==> src/logic/fb_read_pkg.sv <==
// Address and ID widths are fixed for every instance and one vector holds at most 16 pixels
package fb_read_pkg;

    ////////////////////////////////////////
    // Fixed widths
    ////////////////////////////////////////

    // Byte address width of the read port, also used for pixel indices
    localparam int ADDR_WIDTH = 32;

    // AXI ID width of the read address channel
    localparam int ID_WIDTH = 8;

    // Width of the lane field in an order record
    localparam int MAX_LANE_WIDTH = 4;

    ////////////////////////////////////////
    // Default module parameters
    ////////////////////////////////////////

    // One read data beat carries one vector of this many bits
    localparam int DEFAULT_DATA_WIDTH = 32;

    // Width of one pixel inside a vector
    localparam int DEFAULT_PIXEL_WIDTH = 16;

    // Number of order records the queue can hold
    localparam int DEFAULT_FIFO_DEPTH = 8;

    ////////////////////////////////////////
    // Types
    ////////////////////////////////////////

    typedef logic [ADDR_WIDTH-1:0]     addr_t;
    typedef logic [ID_WIDTH-1:0]       axi_id_t;
    typedef logic [MAX_LANE_WIDTH-1:0] lane_t;

    // One record per accepted pixel, in fetch order
    typedef struct packed {
        lane_t lane;
        logic  new_vector;
        logic  last;
    } fetch_order_t;

    // Read address fields produced by the request generator
    typedef struct packed {
        axi_id_t    id;
        addr_t      addr;
        logic [7:0] len;
        logic [2:0] size;
        logic [1:0] burst;
    } axi_ar_t;

endpackage

==> src/logic/fetch_order_fifo.sv <==
// Pushes while full and pops while empty are ignored and the head is valid one cycle after a push
`timescale 1ns/10ps

module fetch_order_fifo #(
    parameter int DEPTH = fb_read_pkg::DEFAULT_FIFO_DEPTH
) (
    input  logic                      aclk,
    input  logic                      resetn,
    input  logic                      order_push,
    input  fb_read_pkg::fetch_order_t order_in,
    output logic                      order_full,
    input  logic                      order_pop,
    output logic                      order_valid,
    output fb_read_pkg::fetch_order_t order_out
);
    localparam int PTR_WIDTH   = (DEPTH > 1) ? $clog2(DEPTH) : 1;
    localparam int COUNT_WIDTH = $clog2(DEPTH + 1);

    fb_read_pkg::fetch_order_t entries [DEPTH];
    logic [PTR_WIDTH-1:0]      wr_ptr;
    logic [PTR_WIDTH-1:0]      rd_ptr;
    logic [COUNT_WIDTH-1:0]    count;
    logic                      do_push;
    logic                      do_pop;

    assign order_full  = (count == COUNT_WIDTH'(DEPTH));
    assign order_valid = (count != '0);
    assign order_out   = entries[rd_ptr];

    assign do_push = order_push && !order_full;
    assign do_pop  = order_pop && order_valid;

    // Pointers wrap at DEPTH so any depth works
    always_ff @(posedge aclk)
    begin
        if (!resetn)
        begin
            wr_ptr <= '0;
            rd_ptr <= '0;
            count  <= '0;
        end
        else
        begin
            if (do_push)
            begin
                wr_ptr <= (wr_ptr == PTR_WIDTH'(DEPTH - 1)) ? '0 : wr_ptr + 1'b1;
            end
            if (do_pop)
            begin
                rd_ptr <= (rd_ptr == PTR_WIDTH'(DEPTH - 1)) ? '0 : rd_ptr + 1'b1;
            end
            // Simultaneous push and pop leave the count unchanged
            if (do_push && !do_pop)
            begin
                count <= count + 1'b1;
            end
            else if (do_pop && !do_push)
            begin
                count <= count - 1'b1;
            end
        end
    end

    // Storage for the records
    always_ff @(posedge aclk)
    begin
        if (do_push)
        begin
            entries[wr_ptr] <= order_in;
        end
    end

    // The extractor only takes records that exist
    no_pop_empty_a: assert property (@(posedge aclk) disable iff (!resetn)
        order_pop |-> order_valid);

endmodule

==> src/logic/framebuffer_read_unit.sv <==
// Memory must answer reads in order and base_addr is sampled when each request launches
`timescale 1ns/10ps

module framebuffer_read_unit #(
    parameter int DATA_WIDTH  = fb_read_pkg::DEFAULT_DATA_WIDTH,
    parameter int PIXEL_WIDTH = fb_read_pkg::DEFAULT_PIXEL_WIDTH,
    parameter int FIFO_DEPTH  = fb_read_pkg::DEFAULT_FIFO_DEPTH
) (
    input  logic                   aclk,
    input  logic                   resetn,
    input  fb_read_pkg::addr_t     base_addr,
    input  logic                   fetch_valid,
    input  logic                   fetch_last,
    input  fb_read_pkg::addr_t     fetch_index,
    output logic                   fetch_ready,
    output fb_read_pkg::axi_ar_t   mem_ar,
    output logic                   mem_arvalid,
    input  logic                   mem_arready,
    input  logic [DATA_WIDTH-1:0]  mem_rdata,
    input  logic                   mem_rvalid,
    output logic                   mem_rready,
    output logic [PIXEL_WIDTH-1:0] pix_data,
    output logic                   pix_last,
    output logic                   pix_valid,
    input  logic                   pix_ready
);
    // Order queue links
    logic                      order_push;
    fb_read_pkg::fetch_order_t order_in;
    logic                      order_full;
    logic                      order_valid;
    fb_read_pkg::fetch_order_t order_out;
    logic                      order_pop;

    // Turns the index stream into vector reads and order records
    read_request_generator #(
        .DATA_WIDTH  (DATA_WIDTH),
        .PIXEL_WIDTH (PIXEL_WIDTH)
    ) read_request_generator_inst (
        .aclk        (aclk),
        .resetn      (resetn),
        .base_addr   (base_addr),
        .fetch_valid (fetch_valid),
        .fetch_last  (fetch_last),
        .fetch_index (fetch_index),
        .fetch_ready (fetch_ready),
        .mem_ar      (mem_ar),
        .mem_arvalid (mem_arvalid),
        .mem_arready (mem_arready),
        .order_push  (order_push),
        .order_in    (order_in),
        .order_full  (order_full)
    );

    // Its depth bounds the pixels in flight
    fetch_order_fifo #(
        .DEPTH (FIFO_DEPTH)
    ) fetch_order_fifo_inst (
        .aclk        (aclk),
        .resetn      (resetn),
        .order_push  (order_push),
        .order_in    (order_in),
        .order_full  (order_full),
        .order_pop   (order_pop),
        .order_valid (order_valid),
        .order_out   (order_out)
    );

    pixel_extractor #(
        .DATA_WIDTH  (DATA_WIDTH),
        .PIXEL_WIDTH (PIXEL_WIDTH)
    ) pixel_extractor_inst (
        .aclk        (aclk),
        .resetn      (resetn),
        .order_valid (order_valid),
        .order_out   (order_out),
        .order_pop   (order_pop),
        .mem_rdata   (mem_rdata),
        .mem_rvalid  (mem_rvalid),
        .mem_rready  (mem_rready),
        .pix_data    (pix_data),
        .pix_last    (pix_last),
        .pix_valid   (pix_valid),
        .pix_ready   (pix_ready)
    );

endmodule

==> src/logic/pixel_extractor.sv <==
// Read data must come back in request order and lanes must lie inside one vector
`timescale 1ns/10ps

module pixel_extractor #(
    parameter int DATA_WIDTH  = fb_read_pkg::DEFAULT_DATA_WIDTH,
    parameter int PIXEL_WIDTH = fb_read_pkg::DEFAULT_PIXEL_WIDTH
) (
    input  logic                      aclk,
    input  logic                      resetn,
    input  logic                      order_valid,
    input  fb_read_pkg::fetch_order_t order_out,
    output logic                      order_pop,
    input  logic [DATA_WIDTH-1:0]     mem_rdata,
    input  logic                      mem_rvalid,
    output logic                      mem_rready,
    output logic [PIXEL_WIDTH-1:0]    pix_data,
    output logic                      pix_last,
    output logic                      pix_valid,
    input  logic                      pix_ready
);
    logic [DATA_WIDTH-1:0]  vector_q;
    logic [DATA_WIDTH-1:0]  src_vector;
    logic [PIXEL_WIDTH-1:0] lane_pixel;
    logic                   out_free;

    ////////////////////////////////////////
    // Record handling
    ////////////////////////////////////////

    // The output register can take a pixel when it is empty or being drained
    assign out_free = !pix_valid || pix_ready;

    // A beat is only taken for a record that opens a new vector
    assign mem_rready = order_valid && out_free && order_out.new_vector;

    // Records that reuse the held vector need no beat
    assign order_pop = order_valid && out_free && (!order_out.new_vector || mem_rvalid);

    // A new vector is used straight from the bus in the cycle it arrives
    assign src_vector = order_out.new_vector ? mem_rdata : vector_q;
    assign lane_pixel = src_vector[order_out.lane * PIXEL_WIDTH +: PIXEL_WIDTH];

    ////////////////////////////////////////
    // Output register
    ////////////////////////////////////////

    always_ff @(posedge aclk)
    begin
        if (!resetn)
        begin
            pix_valid <= 1'b0;
        end
        else if (order_pop)
        begin
            pix_valid <= 1'b1;
        end
        else if (pix_ready)
        begin
            pix_valid <= 1'b0;
        end
    end

    // Pixel and vector data are only loaded on a pop
    always_ff @(posedge aclk)
    begin
        if (order_pop)
        begin
            pix_data <= lane_pixel;
            pix_last <= order_out.last;
        end
        if (order_pop && order_out.new_vector)
        begin
            vector_q <= mem_rdata;
        end
    end

    // A stalled pixel holds its value until the sink takes it
    pix_stable_a: assert property (@(posedge aclk) disable iff (!resetn)
        pix_valid && !pix_ready |=> pix_valid && $stable(pix_data) && $stable(pix_last));

endmodule

==> src/logic/read_request_generator.sv <==
// Needs DATA_WIDTH/PIXEL_WIDTH to be a power of two of at most 16 and base_addr stable during a run
`timescale 1ns/10ps

module read_request_generator #(
    parameter int DATA_WIDTH  = fb_read_pkg::DEFAULT_DATA_WIDTH,
    parameter int PIXEL_WIDTH = fb_read_pkg::DEFAULT_PIXEL_WIDTH
) (
    input  logic                      aclk,
    input  logic                      resetn,
    input  fb_read_pkg::addr_t        base_addr,
    input  logic                      fetch_valid,
    input  logic                      fetch_last,
    input  fb_read_pkg::addr_t        fetch_index,
    output logic                      fetch_ready,
    output fb_read_pkg::axi_ar_t      mem_ar,
    output logic                      mem_arvalid,
    input  logic                      mem_arready,
    output logic                      order_push,
    output fb_read_pkg::fetch_order_t order_in,
    input  logic                      order_full
);
    localparam int PIXELS_PER_VECTOR   = DATA_WIDTH / PIXEL_WIDTH;
    localparam int BYTES_PER_VECTOR    = DATA_WIDTH / 8;
    localparam logic [2:0] AR_SIZE     = 3'($clog2(BYTES_PER_VECTOR));
    localparam logic [1:0] BURST_INCR  = 2'b01;

    fb_read_pkg::addr_t   index_vector;
    fb_read_pkg::lane_t   index_lane;
    logic                 new_vector;
    logic                 fetch_fire;
    logic                 tag_valid;
    fb_read_pkg::addr_t   last_tag;
    logic                 req_pending;
    fb_read_pkg::addr_t   req_vector;
    logic                 skid_full;
    fb_read_pkg::addr_t   skid_vector;
    fb_read_pkg::axi_id_t ar_id;
    fb_read_pkg::addr_t   ar_addr;

    ////////////////////////////////////////
    // Fetch side
    ////////////////////////////////////////

    // Split the pixel index into its vector number and its lane
    assign index_vector = fb_read_pkg::addr_t'(fetch_index / PIXELS_PER_VECTOR);
    assign index_lane   = fb_read_pkg::lane_t'(fetch_index % PIXELS_PER_VECTOR);

    // A fresh beat is needed after reset, after tlast, or when the vector changes
    assign new_vector = !tag_valid || (index_vector != last_tag);

    // The stream stalls while a crossing waits in the skid slot or the queue is full
    assign fetch_ready = !skid_full && !order_full;
    assign fetch_fire  = fetch_valid && fetch_ready;

    // Every accepted pixel leaves one record for the extractor
    assign order_push          = fetch_fire;
    assign order_in.lane       = index_lane;
    assign order_in.new_vector = new_vector;
    assign order_in.last       = fetch_last;

    always_ff @(posedge aclk)
    begin
        if (!resetn)
        begin
            tag_valid   <= 1'b0;
            req_pending <= 1'b0;
            skid_full   <= 1'b0;
        end
        else
        begin
            if (fetch_fire)
            begin
                // After tlast the tag is invalid so the next run always reads again
                tag_valid <= !fetch_last;
                if (new_vector)
                begin
                    // A second crossing parks in the skid slot while one request waits
                    if (req_pending)
                    begin
                        skid_full <= 1'b1;
                    end
                    else
                    begin
                        req_pending <= 1'b1;
                    end
                end
            end
            // The skid entry moves up once the pending slot is free
            if (skid_full && !req_pending)
            begin
                req_pending <= 1'b1;
                skid_full   <= 1'b0;
            end
            // The pending request leaves when the address channel is idle
            if (req_pending && !mem_arvalid)
            begin
                req_pending <= 1'b0;
            end
        end
    end

    // Vector numbers have no reset since tag_valid and the slot flags qualify them
    always_ff @(posedge aclk)
    begin
        if (fetch_fire)
        begin
            last_tag <= index_vector;
        end
        if (fetch_fire && new_vector && req_pending)
        begin
            skid_vector <= index_vector;
        end
        else if (fetch_fire && new_vector)
        begin
            req_vector <= index_vector;
        end
        else if (skid_full && !req_pending)
        begin
            req_vector <= skid_vector;
        end
    end

    ////////////////////////////////////////
    // Read address channel
    ////////////////////////////////////////

    always_ff @(posedge aclk)
    begin
        if (!resetn)
        begin
            mem_arvalid <= 1'b0;
            ar_id       <= '0;
        end
        else if (!mem_arvalid)
        begin
            if (req_pending)
            begin
                mem_arvalid <= 1'b1;
                ar_id       <= ar_id + 1'b1;
            end
        end
        else if (mem_arready)
        begin
            mem_arvalid <= 1'b0;
        end
    end

    // The address is only loaded while arvalid is low so it holds through a stall
    always_ff @(posedge aclk)
    begin
        if (!mem_arvalid && req_pending)
        begin
            ar_addr <= base_addr + fb_read_pkg::addr_t'(req_vector * BYTES_PER_VECTOR);
        end
    end

    // Single beat reads of one full vector
    always_comb
    begin
        mem_ar.id    = ar_id;
        mem_ar.addr  = ar_addr;
        mem_ar.len   = 8'd0;
        mem_ar.size  = AR_SIZE;
        mem_ar.burst = BURST_INCR;
    end

    // The slave sees a stable request until it takes it
    ar_stable_a: assert property (@(posedge aclk) disable iff (!resetn)
        mem_arvalid && !mem_arready |=> mem_arvalid && $stable(mem_ar));

    // The queue never receives a record it has no room for
    no_push_full_a: assert property (@(posedge aclk) disable iff (!resetn)
        order_full |-> !order_push);

endmodule

==> config.mk <==
export PLATFORM = sky130hd
export DESIGN_NAME = framebuffer_read_unit
export DESIGN_NICKNAME = d
export VERILOG_FILES = /design/src/logic/fb_read_pkg.sv /design/src/logic/fetch_order_fifo.sv /design/src/logic/framebuffer_read_unit.sv /design/src/logic/pixel_extractor.sv /design/src/logic/read_request_generator.sv
export SDC_FILE = /design/constraint.sdc
export NUM_CORES = 1
export LEC_CHECK = 0
export ABC_AREA = 1
export BUFFER_PORTS_ARGS = -buffer_cell sky130_fd_sc_hd__buf_2
export CORE_MARGIN = 2
export CORE_UTILIZATION = 30
export CTS_CLUSTER_DIAMETER = 80
export DETAILED_ROUTE_END_ITERATION = 16
export HOLD_SLACK_MARGIN = 0.06
export MAX_ROUTING_LAYER = met4
export RECOVER_POWER = 25
export REMOVE_ABC_BUFFERS = 1
export SLEW_MARGIN = 20
export SYNTH_ARGS = -nofsm -noshare
export SYNTH_HDL_FRONTEND = slang
export SYNTH_SLANG_ARGS = --single-unit
==> constraint.sdc <==
create_clock -name aclk -period 3.53 [get_ports aclk]
set_input_delay 0.706 -clock aclk [delete_from_list [all_inputs] [get_ports aclk]]
set_output_delay 0.706 -clock aclk [all_outputs]
set_load 0.02 [all_outputs]
# Word level (Yosys, flattened, before mapping)
# Memory sizes are Yosys's and may differ from the RTL's. A register that Yosys moved wholly into a read port is not among the register bits.
# Index checks and enable logic that the tools add are counted.
[classes]
add_sub_neg = 6
n_eq_ne = 4
shift = 1
n_mux = 19
bitwise_logic = 3
reduce_logical = 39
[ops]
columns = ["op", "n"]
rows = [
  ["two-way mux 30 bit", 2],
  ["adder 32 bit", 1],
  ["two-way mux 32 bit", 1],
  ["variable part select 32 x 9 -> 16 bit", 1],
  ["!= test 31 bit", 1],
  ["logical AND 1 bit", 14],
  ["two-way mux 3 bit", 4],
  ["zero test 1 bit", 10],
  ["two-way mux 1 bit", 10],
  ["nonzero test 2 bit", 5],
  ["adder 8 x 1 -> 8 bit, second input constant", 1],
  ["two-way mux 4 bit", 2],
  ["adder 3 x 1 -> 3 bit, second input constant", 2],
  ["== test 3 bit, second input constant", 2],
  ["AND reduction 2 bit", 3],
  ["adder 4 x 1 -> 4 bit, second input constant", 1],
  ["== test 4 bit, second input constant", 1],
  ["nonzero test 4 bit", 1],
  ["OR reduction 2 bit", 2],
  ["subtractor 4 x 1 -> 4 bit, second input constant", 1],
  ["logical OR 1 bit", 3],
  ["inverter 1 bit", 3],
  ["AND reduction 3 bit", 1],
]
[totals]
reg_bits = 195
ram_bits = 24
inputBits = 103
output_inout_bits = 74
wordCells = 89
memories = 1
[mem_list]
columns = ["memory", "depth", "width", "rd", "rd_clocked_by_memory_dff", "write_ports", "line", "rtl"]
rows = [
  ["fetch_order_fifo_inst.entries", 8, 3, 1, 1, 1, "fetch_order_fifo.sv:19", "fb_read_pkg::fetch_order_t entries [DEPTH];"],
]

# Logic depth before layout (Yosys ltp)
# Gate-level depths: netlist (run 1).
[logic_depth]
word_depth = 9
ltp_mapped = 16
depth_no_buf = 16

# By module
# A second synthesis (run 1) with hierarchy kept.
[hier_totals]
cells_unflattened = 1317
area_unflattened_um2 = 12633.4
[by_module_without_submodules]
columns = ["mod", "instances", "cells_per_inst", "area_per_inst_um2", "seq_area_each_um2"]
rows = [
  ["read_request_generator", 1, 809, 7523.5, 3933.8],
  ["fetch_order_fifo", 1, 256, 2636.3, 1701.6],
  ["pixel_extractor", 1, 252, 2473.6, 1491.4],
]

# Worst setup path after synthesis (run 1)
# OpenSTA, ideal clock, no wires.
[synth_path]
kind = "register to register"
startpoint = "register fetch_order_fifo_inst.count[0]"
endpoint = "register read_request_generator_inst.req_vector[0] (enable)"
setup_time_ns = 0.427
arrival_ns = 3.228
required_ns = 3.103
slack_ns = -0.125
stages_incl_launch_ff = 9
path_buffers = 2
synth_period_minus_slack_ns = 3.655
cell_sequence = "dfxtp_1 nor2_1 a31oi_2 nand2_2 clkinv_2 nand2_2 buf_4 buf_6 a21oi_1"
[synth_via]
elab_chain_len = 8
word_cells_on_any_way = 9
cone_classes = "1 x eq/ne; 1 x bitwise; 7 x reduce/logical"
[synth_lines]
columns = ["item", "line", "rtl"]
rows = [
  ["start: declaration", "fetch_order_fifo.sv:22", "logic [COUNT_WIDTH-1:0] count;"],
  ["start signal: assignment", "fetch_order_fifo.sv:55", "count <= count + 1'b1;"],
  ["start signal: assignment", "fetch_order_fifo.sv:59", "count <= count - 1'b1;"],
  ["== test 4 bit *", "fetch_order_fifo.sv:26", "assign order_full = (count == COUNT_WIDTH'(DEPTH));"],
  ["zero test 1 bit *", "read_request_generator.sv:52", "assign fetch_ready = !skid_full && !order_full;"],
  ["logical AND 1 bit *", "read_request_generator.sv:52", ""],
  ["via fetch_ready", "framebuffer_read_unit.sv:15", "output logic fetch_ready,"],
  ["logical AND 1 bit *", "read_request_generator.sv:53", "assign fetch_fire = fetch_valid && fetch_ready;"],
  ["via fetch_order_fifo_inst.order_push", "fetch_order_fifo.sv:9", "input logic order_push,"],
  ["logical AND 1 bit *", "read_request_generator.sv:109, read_request_generator.sv:113", ""],
  ["logical AND 1 bit", "read_request_generator.sv:109", "if (fetch_fire && new_vector && req_pending)"],
  ["inverter 1 bit (no source line)", "n/a", ""],
  ["AND reduction 2 bit (no source line) *", "n/a", ""],
  ["end signal: assignment", "read_request_generator.sv:115", "req_vector <= index_vector;"],
  ["end signal: assignment", "read_request_generator.sv:119", "req_vector <= skid_vector;"],
  ["end: declaration", "read_request_generator.sv:34", "fb_read_pkg::addr_t req_vector;"],
]
# Mark *: on every way through the listed nets, which the timed path passes. The rest lies on a longest branch.
# A chain may end at the register's enable or synchronous reset.

==> results of run 1 <==
## cell usage after synthesis, types with 3 or more instances
cell type  instances
nand3_1           35
nor3_1            11
a31oi_1            3
inv_2              5
nor2_1           112
a21o_1             7
o21ai_0           74
inv_1            147
a21oi_1           54
o21ai_2           14
o21ai_1           19
nand2_1          263
nand2_2            4
buf_4             17
xnor2_1            7
ha_1              37
dfxtp_1           26
xor2_1            17
nand4_1            7
o21bai_1           4
and3_1             3
edfxtp_1         196
buf_6              4
buf_2              8
a21oi_2            7
## flip-flops by register name, indices dropped and copies added, names as in the netlist, named ones only
| signal | count |
|---|---|
| fetch_order_fifo_inst.count | 4 |
| fetch_order_fifo_inst.entries | 24 |
| fetch_order_fifo_inst.rd_ptr | 3 |
| fetch_order_fifo_inst.wr_ptr | 3 |
| pixel_extractor_inst.pix_data | 16 |
| pixel_extractor_inst.pix_last | 1 |
| pixel_extractor_inst.pix_valid | 1 |
| pixel_extractor_inst.vector_q | 32 |
| read_request_generator_inst.ar_addr | 32 |
| read_request_generator_inst.ar_id | 8 |
| read_request_generator_inst.last_tag | 31 |
| read_request_generator_inst.mem_arvalid | 1 |
| read_request_generator_inst.req_pending | 1 |
| read_request_generator_inst.req_vector | 30 |
| read_request_generator_inst.skid_full | 1 |
| read_request_generator_inst.skid_vector | 30 |
| read_request_generator_inst.tag_valid | 1 |
## power by group
| group | total [mW] | internal, mW | switching (mW) |
|---|---|---|---|
| Clock | 2.52 | 1.47 | 1.06 |
| Sequential | 4.01 | 3.76 | 0.244 |
| Combinational | 3.35 | 1.02 | 2.33 |
## worst max-delay path by stage
stage,depth (start not counted),endpoint,slack [ps],start
after floorplan,6,read_request_generator_inst.req_vector[0]$_DFFE_PP_,-340,fetch_order_fifo_inst.count[0]$_SDFFE_PN0P_
after global placement,12,read_request_generator_inst.ar_addr[30]$_DFFE_PP_,730,base_addr[2]
after detailed placement,11,read_request_generator_inst.req_vector[0]$_DFFE_PP_,640,fetch_index[27]
after CTS,6,mem_rready,610,register
after global routing,15,fetch_order_fifo_inst.count[3]$_SDFFE_PN0P_,380,register
final,6,mem_rready,650,register
## worst max-delay path: stages (launching register included)
cell and delay, ps:
dfxtp_1 560, inv_2 170, o21ai_1 190, o211ai_2 120, nand2_2 360, nor2_1 70, buf_2 180
## final cells by class
type	instances	area (um2)
Antenna cell	1	2.50
Inverter	153	576
Clock inverter	13	95.1
Multi-Input combinational cell	706	3620
Sequential cell	222	6410
Tap cell	461	577
Fill cell	3577	22700
Timing Repair Buffer	171	812
Clock buffer	33	698
## logic make-up after synthesis
| kind of cell | share of synthesized area (%) |
|---|---|
| compound gates | 10.1 |
| xor+xnor | 1.95 |
| buf+inv | 7.43 |
| other cells | 0.0697 |
| fa+ha+maj | 4.67 |
| simple gates | 16.4 |
| flops | 59.4 |
## layer usage
layer	vias up	global-route usage [%]	routed length, um
met2	181	23.1	12500
met3	38	2.14	1290
met1	3679	19.2	12600
li1	4013	-	-
met4	0	3.56	532
met5	-	-	0
==> results.sh, run 1 <==
export IMPL_status="finished, final reports clean"
export IMPL_synth_area_leaders="edfxtp_1 55%, nand2_1 9.2%, inv_1 5.1%, dfxtp_1 4.8%, ha_1 4.3%"
export IMPL_drc=0
export IMPL_netlist_area_um2=10800
export IMPL_final_cell_area_um2=12800
export IMPL_synth_cell_types=40
export IMPL_syn_area_per_cell_um2=9.78
export IMPL_most_common_layout_cells="264 x nand2_1, 196 x edfxtp_1, 147 x inv_1"
export IMPL_cts_tree="done"
export IMPL_detail_route_antenna_nets=0
export IMPL_r2r_slack_ps=770
export IMPL_reg2reg_to="fetch_order_fifo_inst.count[3]$_SDFFE_PN0P_"
export IMPL_yosysTopAreaCellShare_pct=54.6
export IMPL_fin_crit_ps=2880
export IMPL_grt_usage_pct=14.4
export IMPL_power_total_mw=9.88
export IMPL_dp_cells=1713
export IMPL_netlist_instances=1102
export IMPL_place_ws_ps=644
export IMPL_hold_path_class="input pin to register"
export IMPL_irDropWorstVdd_mv=0.429
export IMPL_cts_buffers=26
export IMPL_rr_worst_depth=15
export IMPL_fin_hold_ws_ps=348
export IMPL_drtPass1Iterations=5
export IMPL_required_ps=2820
export IMPL_cts_setup_buffers=0
export IMPL_cp_max_fo=21
export IMPL_initial_core_util_pct=30.4
export IMPL_ios=177
export IMPL_drt_iter0_drc=429
export IMPL_insertion_delay_ps=530
export IMPL_synth_edff_count=196
export IMPL_finalSetupViolations=0
export IMPL_wl_um=26900
export IMPL_maxCapViolCount=0
export IMPL_hold_viol_final=0
export IMPL_whs_endpoint="read_request_generator_inst.ar_addr[0]$_DFFE_PP_"
export IMPL_final_common_cell="nand2_1"
export IMPL_viasPerCell=4.49
export IMPL_setup_ws_ps=650
export IMPL_synth_top_cell_by_area="edfxtp_1"
export IMPL_period_share_pct=81.6
export IMPL_setup_tns_ps=0
export IMPL_fp_dieH_um=194
export IMPL_hold_buffers=0
export IMPL_fmax_mhz=347
export IMPL_die_width_um=194
export IMPL_drv_slew=0
export IMPL_path_clk_slew_ps=60
export IMPL_portBuffers=163
export IMPL_grt_max_degree=40
export IMPL_cts_repair_resized=0
export IMPL_ys_warn_count=0
export IMPL_antenna_found_initial=1
export IMPL_grt_pass1_wl_um=42000
export IMPL_ys_ff_latch=222
export IMPL_grt_pass1_vias=7751
export IMPL_fin_cells=1760
export IMPL_coreArea_um2=35500
export IMPL_grt_overflow_total=0
export IMPL_power_leakage_nw=5.50
export IMPL_gp_congestion=0.871
export IMPL_hpwlAfterDp_um=20500
export IMPL_drive_gt1_share_pct=14.6
export IMPL_max_slew_margin_rel_pct=60.0
export IMPL_cts_buffer_depth=3
export IMPL_finalClockSkew_ps=12.0
export IMPL_rsz0062_at_grt="no"
export IMPL_ctsHtreeMaxLevel=1
export IMPL_dieArea_um2=37500
export IMPL_rows=69
export IMPL_place_area_um2=12100
export IMPL_async_flop_share_pct=0
export IMPL_fin_nets=1422
export IMPL_synth_main_ff_cell="edfxtp_1"
export IMPL_fin_util_pct=36.0
export IMPL_ys_seq_area_share_pct=59.4
export IMPL_hp_start="base_addr[0]"
export IMPL_p_per_area_nw_per_um2=772
export IMPL_cts_root_buf="clkbuf_16"
export IMPL_end_kind="output port"
export IMPL_tightest_slew_ps=599
export IMPL_worstSetupStartpointType="register"
export IMPL_cts_sinks=222
export IMPL_vias=7911
export IMPL_path_class="register to output port"
export IMPL_area_growth_pct=18.6
export IMPL_critPathArrivalTime_ps=2170
export IMPL_avgRoutedWirePerCell_um=15.3
export IMPL_hold_depth=1
No activity file was read; power rests on OpenSTA's default activity.
==> run 2, diff against run 1 <==
==> constraint.sdc (replaced) <==
create_clock -name aclk -period 2.7 [get_ports aclk]
set_input_delay 0.54 -clock aclk [delete_from_list [all_inputs] [get_ports aclk]]
set_output_delay 0.54 -clock aclk [all_outputs]
set_load 0.02 [all_outputs]
==> results.sh, run 2 (synthesized netlist as in run 1, its figures left out) <==
export IMPL_use_met2_pct=23.2
export IMPL_place_ws_ps=131
export IMPL_hold_depth=1
export IMPL_path_clk_slew_ps=60
export IMPL_finalSetupViolations=0
export IMPL_p_per_area_nw_per_um2=1000
export IMPL_ctsHtreeMaxLevel=1
export IMPL_die_width_um=194
export IMPL_grt_pass1_wl_um=41500
export IMPL_cts_sinks=222
export IMPL_hpwlAfterDp_um=20000
export IMPL_grt_overflow_total=0
export IMPL_cts_setup_buffers=0
export IMPL_power_leakage_nw=5.53
export IMPL_required_ps=3110
export IMPL_use_met3_pct=2.79
export IMPL_fmax_mhz=416
export IMPL_worstSetupStartpointType="register"
export IMPL_grt_busiest_layer="met2"
export IMPL_cp_max_fo=12
export IMPL_grt_usage_pct=14.3
export IMPL_cts_buffers=25
export IMPL_fin_util_pct=36.3
export IMPL_drv_slew=0
export IMPL_power_total_mw=12.9
export IMPL_hp_start="base_addr[0]"
export IMPL_fin_crit_ps=2400
export IMPL_hold_buffers=0
export IMPL_maxCapViolCount=0
export IMPL_dieArea_um2=37500
export IMPL_viasPerCell=4.42
export IMPL_ios=177
export IMPL_fillerInstances=3523
export IMPL_coreArea_um2=35500
export IMPL_drt_iter0_drc=502
export IMPL_irDropWorstVdd_mv=0.769
export IMPL_detail_route_antenna_nets=0
export IMPL_fp_dieH_um=194
export IMPL_gp_congestion=0.885
export IMPL_whs_endpoint="read_request_generator_inst.ar_addr[0]$_DFFE_PP_"
export IMPL_cts_root_buf="clkbuf_16"
export IMPL_initial_core_util_pct=30.4
export IMPL_rows=69
export IMPL_end_kind="register"
export IMPL_grt_max_degree=37
export IMPL_most_common_layout_cells="262 x nand2_1, 196 x edfxtp_1, 147 x inv_1"
export IMPL_cts_buffer_depth=3
export IMPL_vias=7817
export IMPL_insertion_delay_ps=530
export IMPL_hold_viol_final=0
export IMPL_setup_tns_ps=0
export IMPL_antenna_found_initial=5
export IMPL_avgRoutedWirePerCell_um=14.7
export IMPL_grt_pass1_vias=7854
export IMPL_max_slew_margin_rel_pct=61.8
export IMPL_rr_worst_depth=15
export IMPL_setup_ws_ps=299
export IMPL_final_common_cell="nand2_1"
export IMPL_r2r_slack_ps=300
export IMPL_finalClockSkew_ps=13.1
export IMPL_fin_hold_ws_ps=196
export IMPL_path_class="register to register"
export IMPL_hold_path_class="input pin to register"
export IMPL_portBuffers=163
export IMPL_tightest_slew_ps=573
export IMPL_drtPass1Iterations=5
export IMPL_fin_nets=1427
export IMPL_reg2reg_to="fetch_order_fifo_inst.count[3]$_SDFFE_PN0P_"
export IMPL_area_growth_pct=19.4
export IMPL_drive_gt1_share_pct=15.9
export IMPL_rsz0062_at_grt="no"
export IMPL_wl_um=26000
export IMPL_top_regs="pixel_extractor_inst.vector_q (32), read_request_generator_inst.ar_addr (32), read_request_generator_inst.last_tag (31)"
export IMPL_drc=0
export IMPL_period_share_pct=88.9
export IMPL_cts_tree="done"
export IMPL_status="finished, final reports clean"
export IMPL_critPathArrivalTime_ps=2810
export IMPL_met1_usage_pct=18.1
-- run 2: cell count changes in the layout (fill, tap and decap cells not counted), sizes merged --
cell      previous run  this run
buf                120       129
clkinv              10         6
bufinv               1         2
clkbuf              84        82
clkinvlp             1         4
diode                1         5
inv                154       152
-- run 2: routing by layer --
| metal | wire length, um | up-vias |
|---|---|---|
| li1 | - | 4027 |
| met1 | 11800 | 3605 |
| met2 | 12200 | 140 |
| met3 | 1400 | 45 |
| met4 | 575 | 0 |
| met5 | 0 | - |
-- run 2: what timing repair did --
action                                 in CTS  in global routing
setup endpoints to repair                   0                  1
endpoints found under the hold margin       0                  0
resized for setup                           0                  6
-- run 2: worst max-delay path by stage --
stage,slack (ps),endpoint,cells past startpoint,from
after floorplan,-1170,read_request_generator_inst.req_vector[0]$_DFFE_PP_,6,fetch_order_fifo_inst.count[0]$_SDFFE_PN0P_
after global placement,170,fetch_order_fifo_inst.count[3]$_SDFFE_PN0P_,14,pix_ready
after detailed placement,130,fetch_order_fifo_inst.count[3]$_SDFFE_PN0P_,15,register
after CTS,100,fetch_order_fifo_inst.count[3]$_SDFFE_PN0P_,15,register
after global routing,1,fetch_order_fifo_inst.count[3]$_SDFFE_PN0P_,16,fetch_order_fifo_inst.entries[0][1]$_DFFE_PP_
final,300,fetch_order_fifo_inst.count[3]$_SDFFE_PN0P_,15,register
-- run 2: area by class of cell --
class | instances | area, um2 | share of cell area, %
antenna | 5 | 12.5 | 0.0972
timing repair buffer | 177 | 861 | 6.69
multi-input combinational | 706 | 3630 | 28.2
inverter | 153 | 578 | 4.49
sequential | 222 | 6410 | 49.8
clock inverter | 11 | 129 | 1.00
tap | 461 | 577 | 4.48
clock buffer | 34 | 679 | 5.28
-- run 2: through the flow --
stage | instances | cell area, um2
3_3_place_gp | 1719 | 12100
3_5_place_dp | 1719 | 12100
5_1_grt | 1769 | 12900
4_1_cts | 1764 | 12900
6_report | 1769 | 12900
2_1_floorplan | 1081 | 10600
-- run 2: power breakdown --
part           total (mW)  internal (mW)  switching [mW]
registers            5.21           4.92           0.292
logic                4.41           1.37            3.04
clock network        3.31           1.96            1.34
-- run 2: critical path, cell delays in order (launching register included) --
cell	delay (ps)
dfxtp_2	400
inv_4	90
o21ai_1	170
o211ai_2	110
nand3b_1	110
nand2_2	90
ha_1	250
inv_1	120
ha_1	240
a21o_1	190
a21oi_2	140
nor2_1	60
nor2_1	80
nand2_1	70
o21ai_1	120
a21oi_1	50
==> run 3, diff against run 2 <==
==> constraint.sdc (replaced) <==
create_clock -name aclk -period 2.3 [get_ports aclk]
set_input_delay 0.46 -clock aclk [delete_from_list [all_inputs] [get_ports aclk]]
set_output_delay 0.46 -clock aclk [all_outputs]
set_load 0.02 [all_outputs]
==> results.sh, run 3 (synthesized netlist as in run 1, its figures left out) <==
export IMPL_reg2reg_to="fetch_order_fifo_inst.count[3]$_SDFFE_PN0P_"
export IMPL_power_leakage_nw=5.71
export IMPL_top_regs="pixel_extractor_inst.vector_q (32), read_request_generator_inst.ar_addr (32), read_request_generator_inst.last_tag (31)"
export IMPL_critPathArrivalTime_ps=2610
export IMPL_whs_endpoint="read_request_generator_inst.ar_addr[0]$_DFFE_PP_"
export IMPL_most_common_layout_cells="263 x nand2_1, 196 x edfxtp_1, 146 x inv_1"
export IMPL_portBuffers=163
export IMPL_cts_root_buf="clkbuf_16"
export IMPL_max_slew_margin_rel_pct=59.0
export IMPL_cts_buffers=25
export IMPL_path_class="register to register"
export IMPL_avgRoutedWirePerCell_um=14.5
export IMPL_worstSetupStartpointType="register"
export IMPL_fp_dieH_um=194
export IMPL_initial_core_util_pct=30.4
export IMPL_rr_worst_depth=16
export IMPL_crit_top_cell="nor2_1"
export IMPL_end_kind="register"
export IMPL_fin_crit_ps=2210
export IMPL_finalSetupViolations=0
export IMPL_status="finished, final reports clean"
export IMPL_final_common_cell="nand2_1"
export IMPL_maxCapViolCount=0
export IMPL_p_per_area_nw_per_um2=1190
export IMPL_rows=69
export IMPL_rsz0062_at_grt="yes"
export IMPL_r2r_slack_ps=90
export IMPL_cts_buffer_depth=3
export IMPL_antenna_found_initial=10
export IMPL_drtPass1Iterations=5
export IMPL_grt_usage_pct=14.1
export IMPL_hpwlAfterDp_um=20100
export IMPL_hold_path_class="input pin to register"
export IMPL_slowest_delay_ps=380
export IMPL_die_width_um=194
export IMPL_ctsHtreeMaxLevel=1
export IMPL_drive_gt1_share_pct=17.9
export IMPL_r2r_start="fetch_order_fifo_inst.entries[0][1]$_DFFE_PP_"
export IMPL_critPathSlowestCell="edfxtp_1"
export IMPL_insertion_delay_ps=530
export IMPL_power_total_mw=15.7
export IMPL_required_ps=2710
export IMPL_path_clk_slew_ps=60
export IMPL_area_growth_pct=22.7
export IMPL_detail_route_antenna_nets=0
export IMPL_grt_overflow_total=0
export IMPL_hp_start="base_addr[0]"
export IMPL_cts_tree="done"
export IMPL_vias=7991
export IMPL_wl_um=26100
export IMPL_viasPerCell=4.42
export IMPL_finalClockSkew_ps=21.0
export IMPL_irDropWorstVdd_mv=0.907
export IMPL_drc=0
export IMPL_coreArea_um2=35500
export IMPL_cts_sinks=222
export IMPL_grt_pass1_wl_um=41300
export IMPL_tightest_slew_ps=612
export IMPL_fmax_mhz=453
export IMPL_grt_max_degree=33
export IMPL_period_share_pct=95.9
export IMPL_gp_congestion=0.894
export IMPL_fin_hold_ws_ps=110
export IMPL_cp_max_fo=2
export IMPL_drv_slew=0
export IMPL_drt_iter0_drc=479
export IMPL_hold_depth=1
export IMPL_fin_nets=1459
export IMPL_grt_pass1_vias=7914
export IMPL_dieArea_um2=37500
export IMPL_crit_chain="nor2_2 > nor2_1 > o21ai_1 > o211ai_2 > nand3b_1 > nand2_1 > ha_2 > inv_2 > ha_4 > a21o_1 > a21oi_2 > nor2_1 > nor2_1 > nand2_1 > o21ai_1 > a21oi_1"
export IMPL_ios=177
export IMPL_hold_viol_final=0
[run 3: layout make-up]
type | instances | area, um2
repair buffers | 209 | 1160
diodes | 10 | 25.0
fillers | 3547 | 22300
multi-input cells | 706 | 3670
clock inverters | 18 | 170
flip-flops and latches | 222 | 6410
inverters | 153 | 578
well taps | 461 | 577
clock buffers | 28 | 637
[run 3: worst max path at each step]
stage | end | cells after the start | startpoint
global route | fetch_order_fifo_inst.count[3]$_SDFFE_PN0P_ | 16 | fetch_order_fifo_inst.entries[0][1]$_DFFE_PP_
detailed placement | fetch_order_fifo_inst.count[3]$_SDFFE_PN0P_ | 15 | register
global placement | fetch_order_fifo_inst.count[3]$_SDFFE_PN0P_ | 15 | register
CTS | fetch_order_fifo_inst.count[3]$_SDFFE_PN0P_ | 15 | register
finish | fetch_order_fifo_inst.count[3]$_SDFFE_PN0P_ | 16 | fetch_order_fifo_inst.entries[0][1]$_DFFE_PP_
floorplan | read_request_generator_inst.req_vector[0]$_DFFE_PP_ | 6 | fetch_order_fifo_inst.count[0]$_SDFFE_PN0P_
[run 3: per-stage QoR]
step           TNS (ps)  setup slack [ps]  instance area [um2]  utilization, %  instances
6_report              0              94.2                13200            37.3       1807
5_1_grt            -165              -124                13200            37.3       1807
4_1_cts               0              2.75                13200            37.3       1796
3_5_place_dp       -157              -125                12400            35.0       1750
3_3_place_gp      -68.5             -34.9                12400            35.0       1750
2_1_floorplan   -117140             -1570                10600               -       1081
[run 3: repair_timing]
action                                  4_1_cts  5_1_grt
endpoints found under the hold margin         0        0
pin swaps                                     0       10
endpoints found under the setup margin        3        3
setup buffers                                 0        1
hold buffers                                  0        0
gates resized for setup                       6        9
[run 3: critical path: cells and delay by family (launching register included)]
family	cells	cell delay, ps
adders and majority gates	2	380
DFF	1	380
and+or+nand+nor	7	590
buffers and inverters	1	70
AOI/OAI and AO/OA	6	670
[run 3: power breakdown]
| part | leakage, nW | switching, mW | internal, mW |
|---|---|---|---|
| Combinational | 3.24 | 3.68 | 2.01 |
| Sequential | 2.07 | 0.340 | 5.77 |
| Clock | 0.394 | 1.58 | 2.33 |
| Total | 5.71 | 5.60 | 10.1 |
[run 3: metal layers]
| layer | global-route usage [%] | wire length [um] | vias to the layer above |
|---|---|---|---|
| li1 | - | - | 4104 |
| met1 | 17.6 | 11800 | 3687 |
| met2 | 22.3 | 12100 | 159 |
| met3 | 3.31 | 1560 | 41 |
| met4 | 4.89 | 654 | 0 |
| met5 | - | 0 | - |
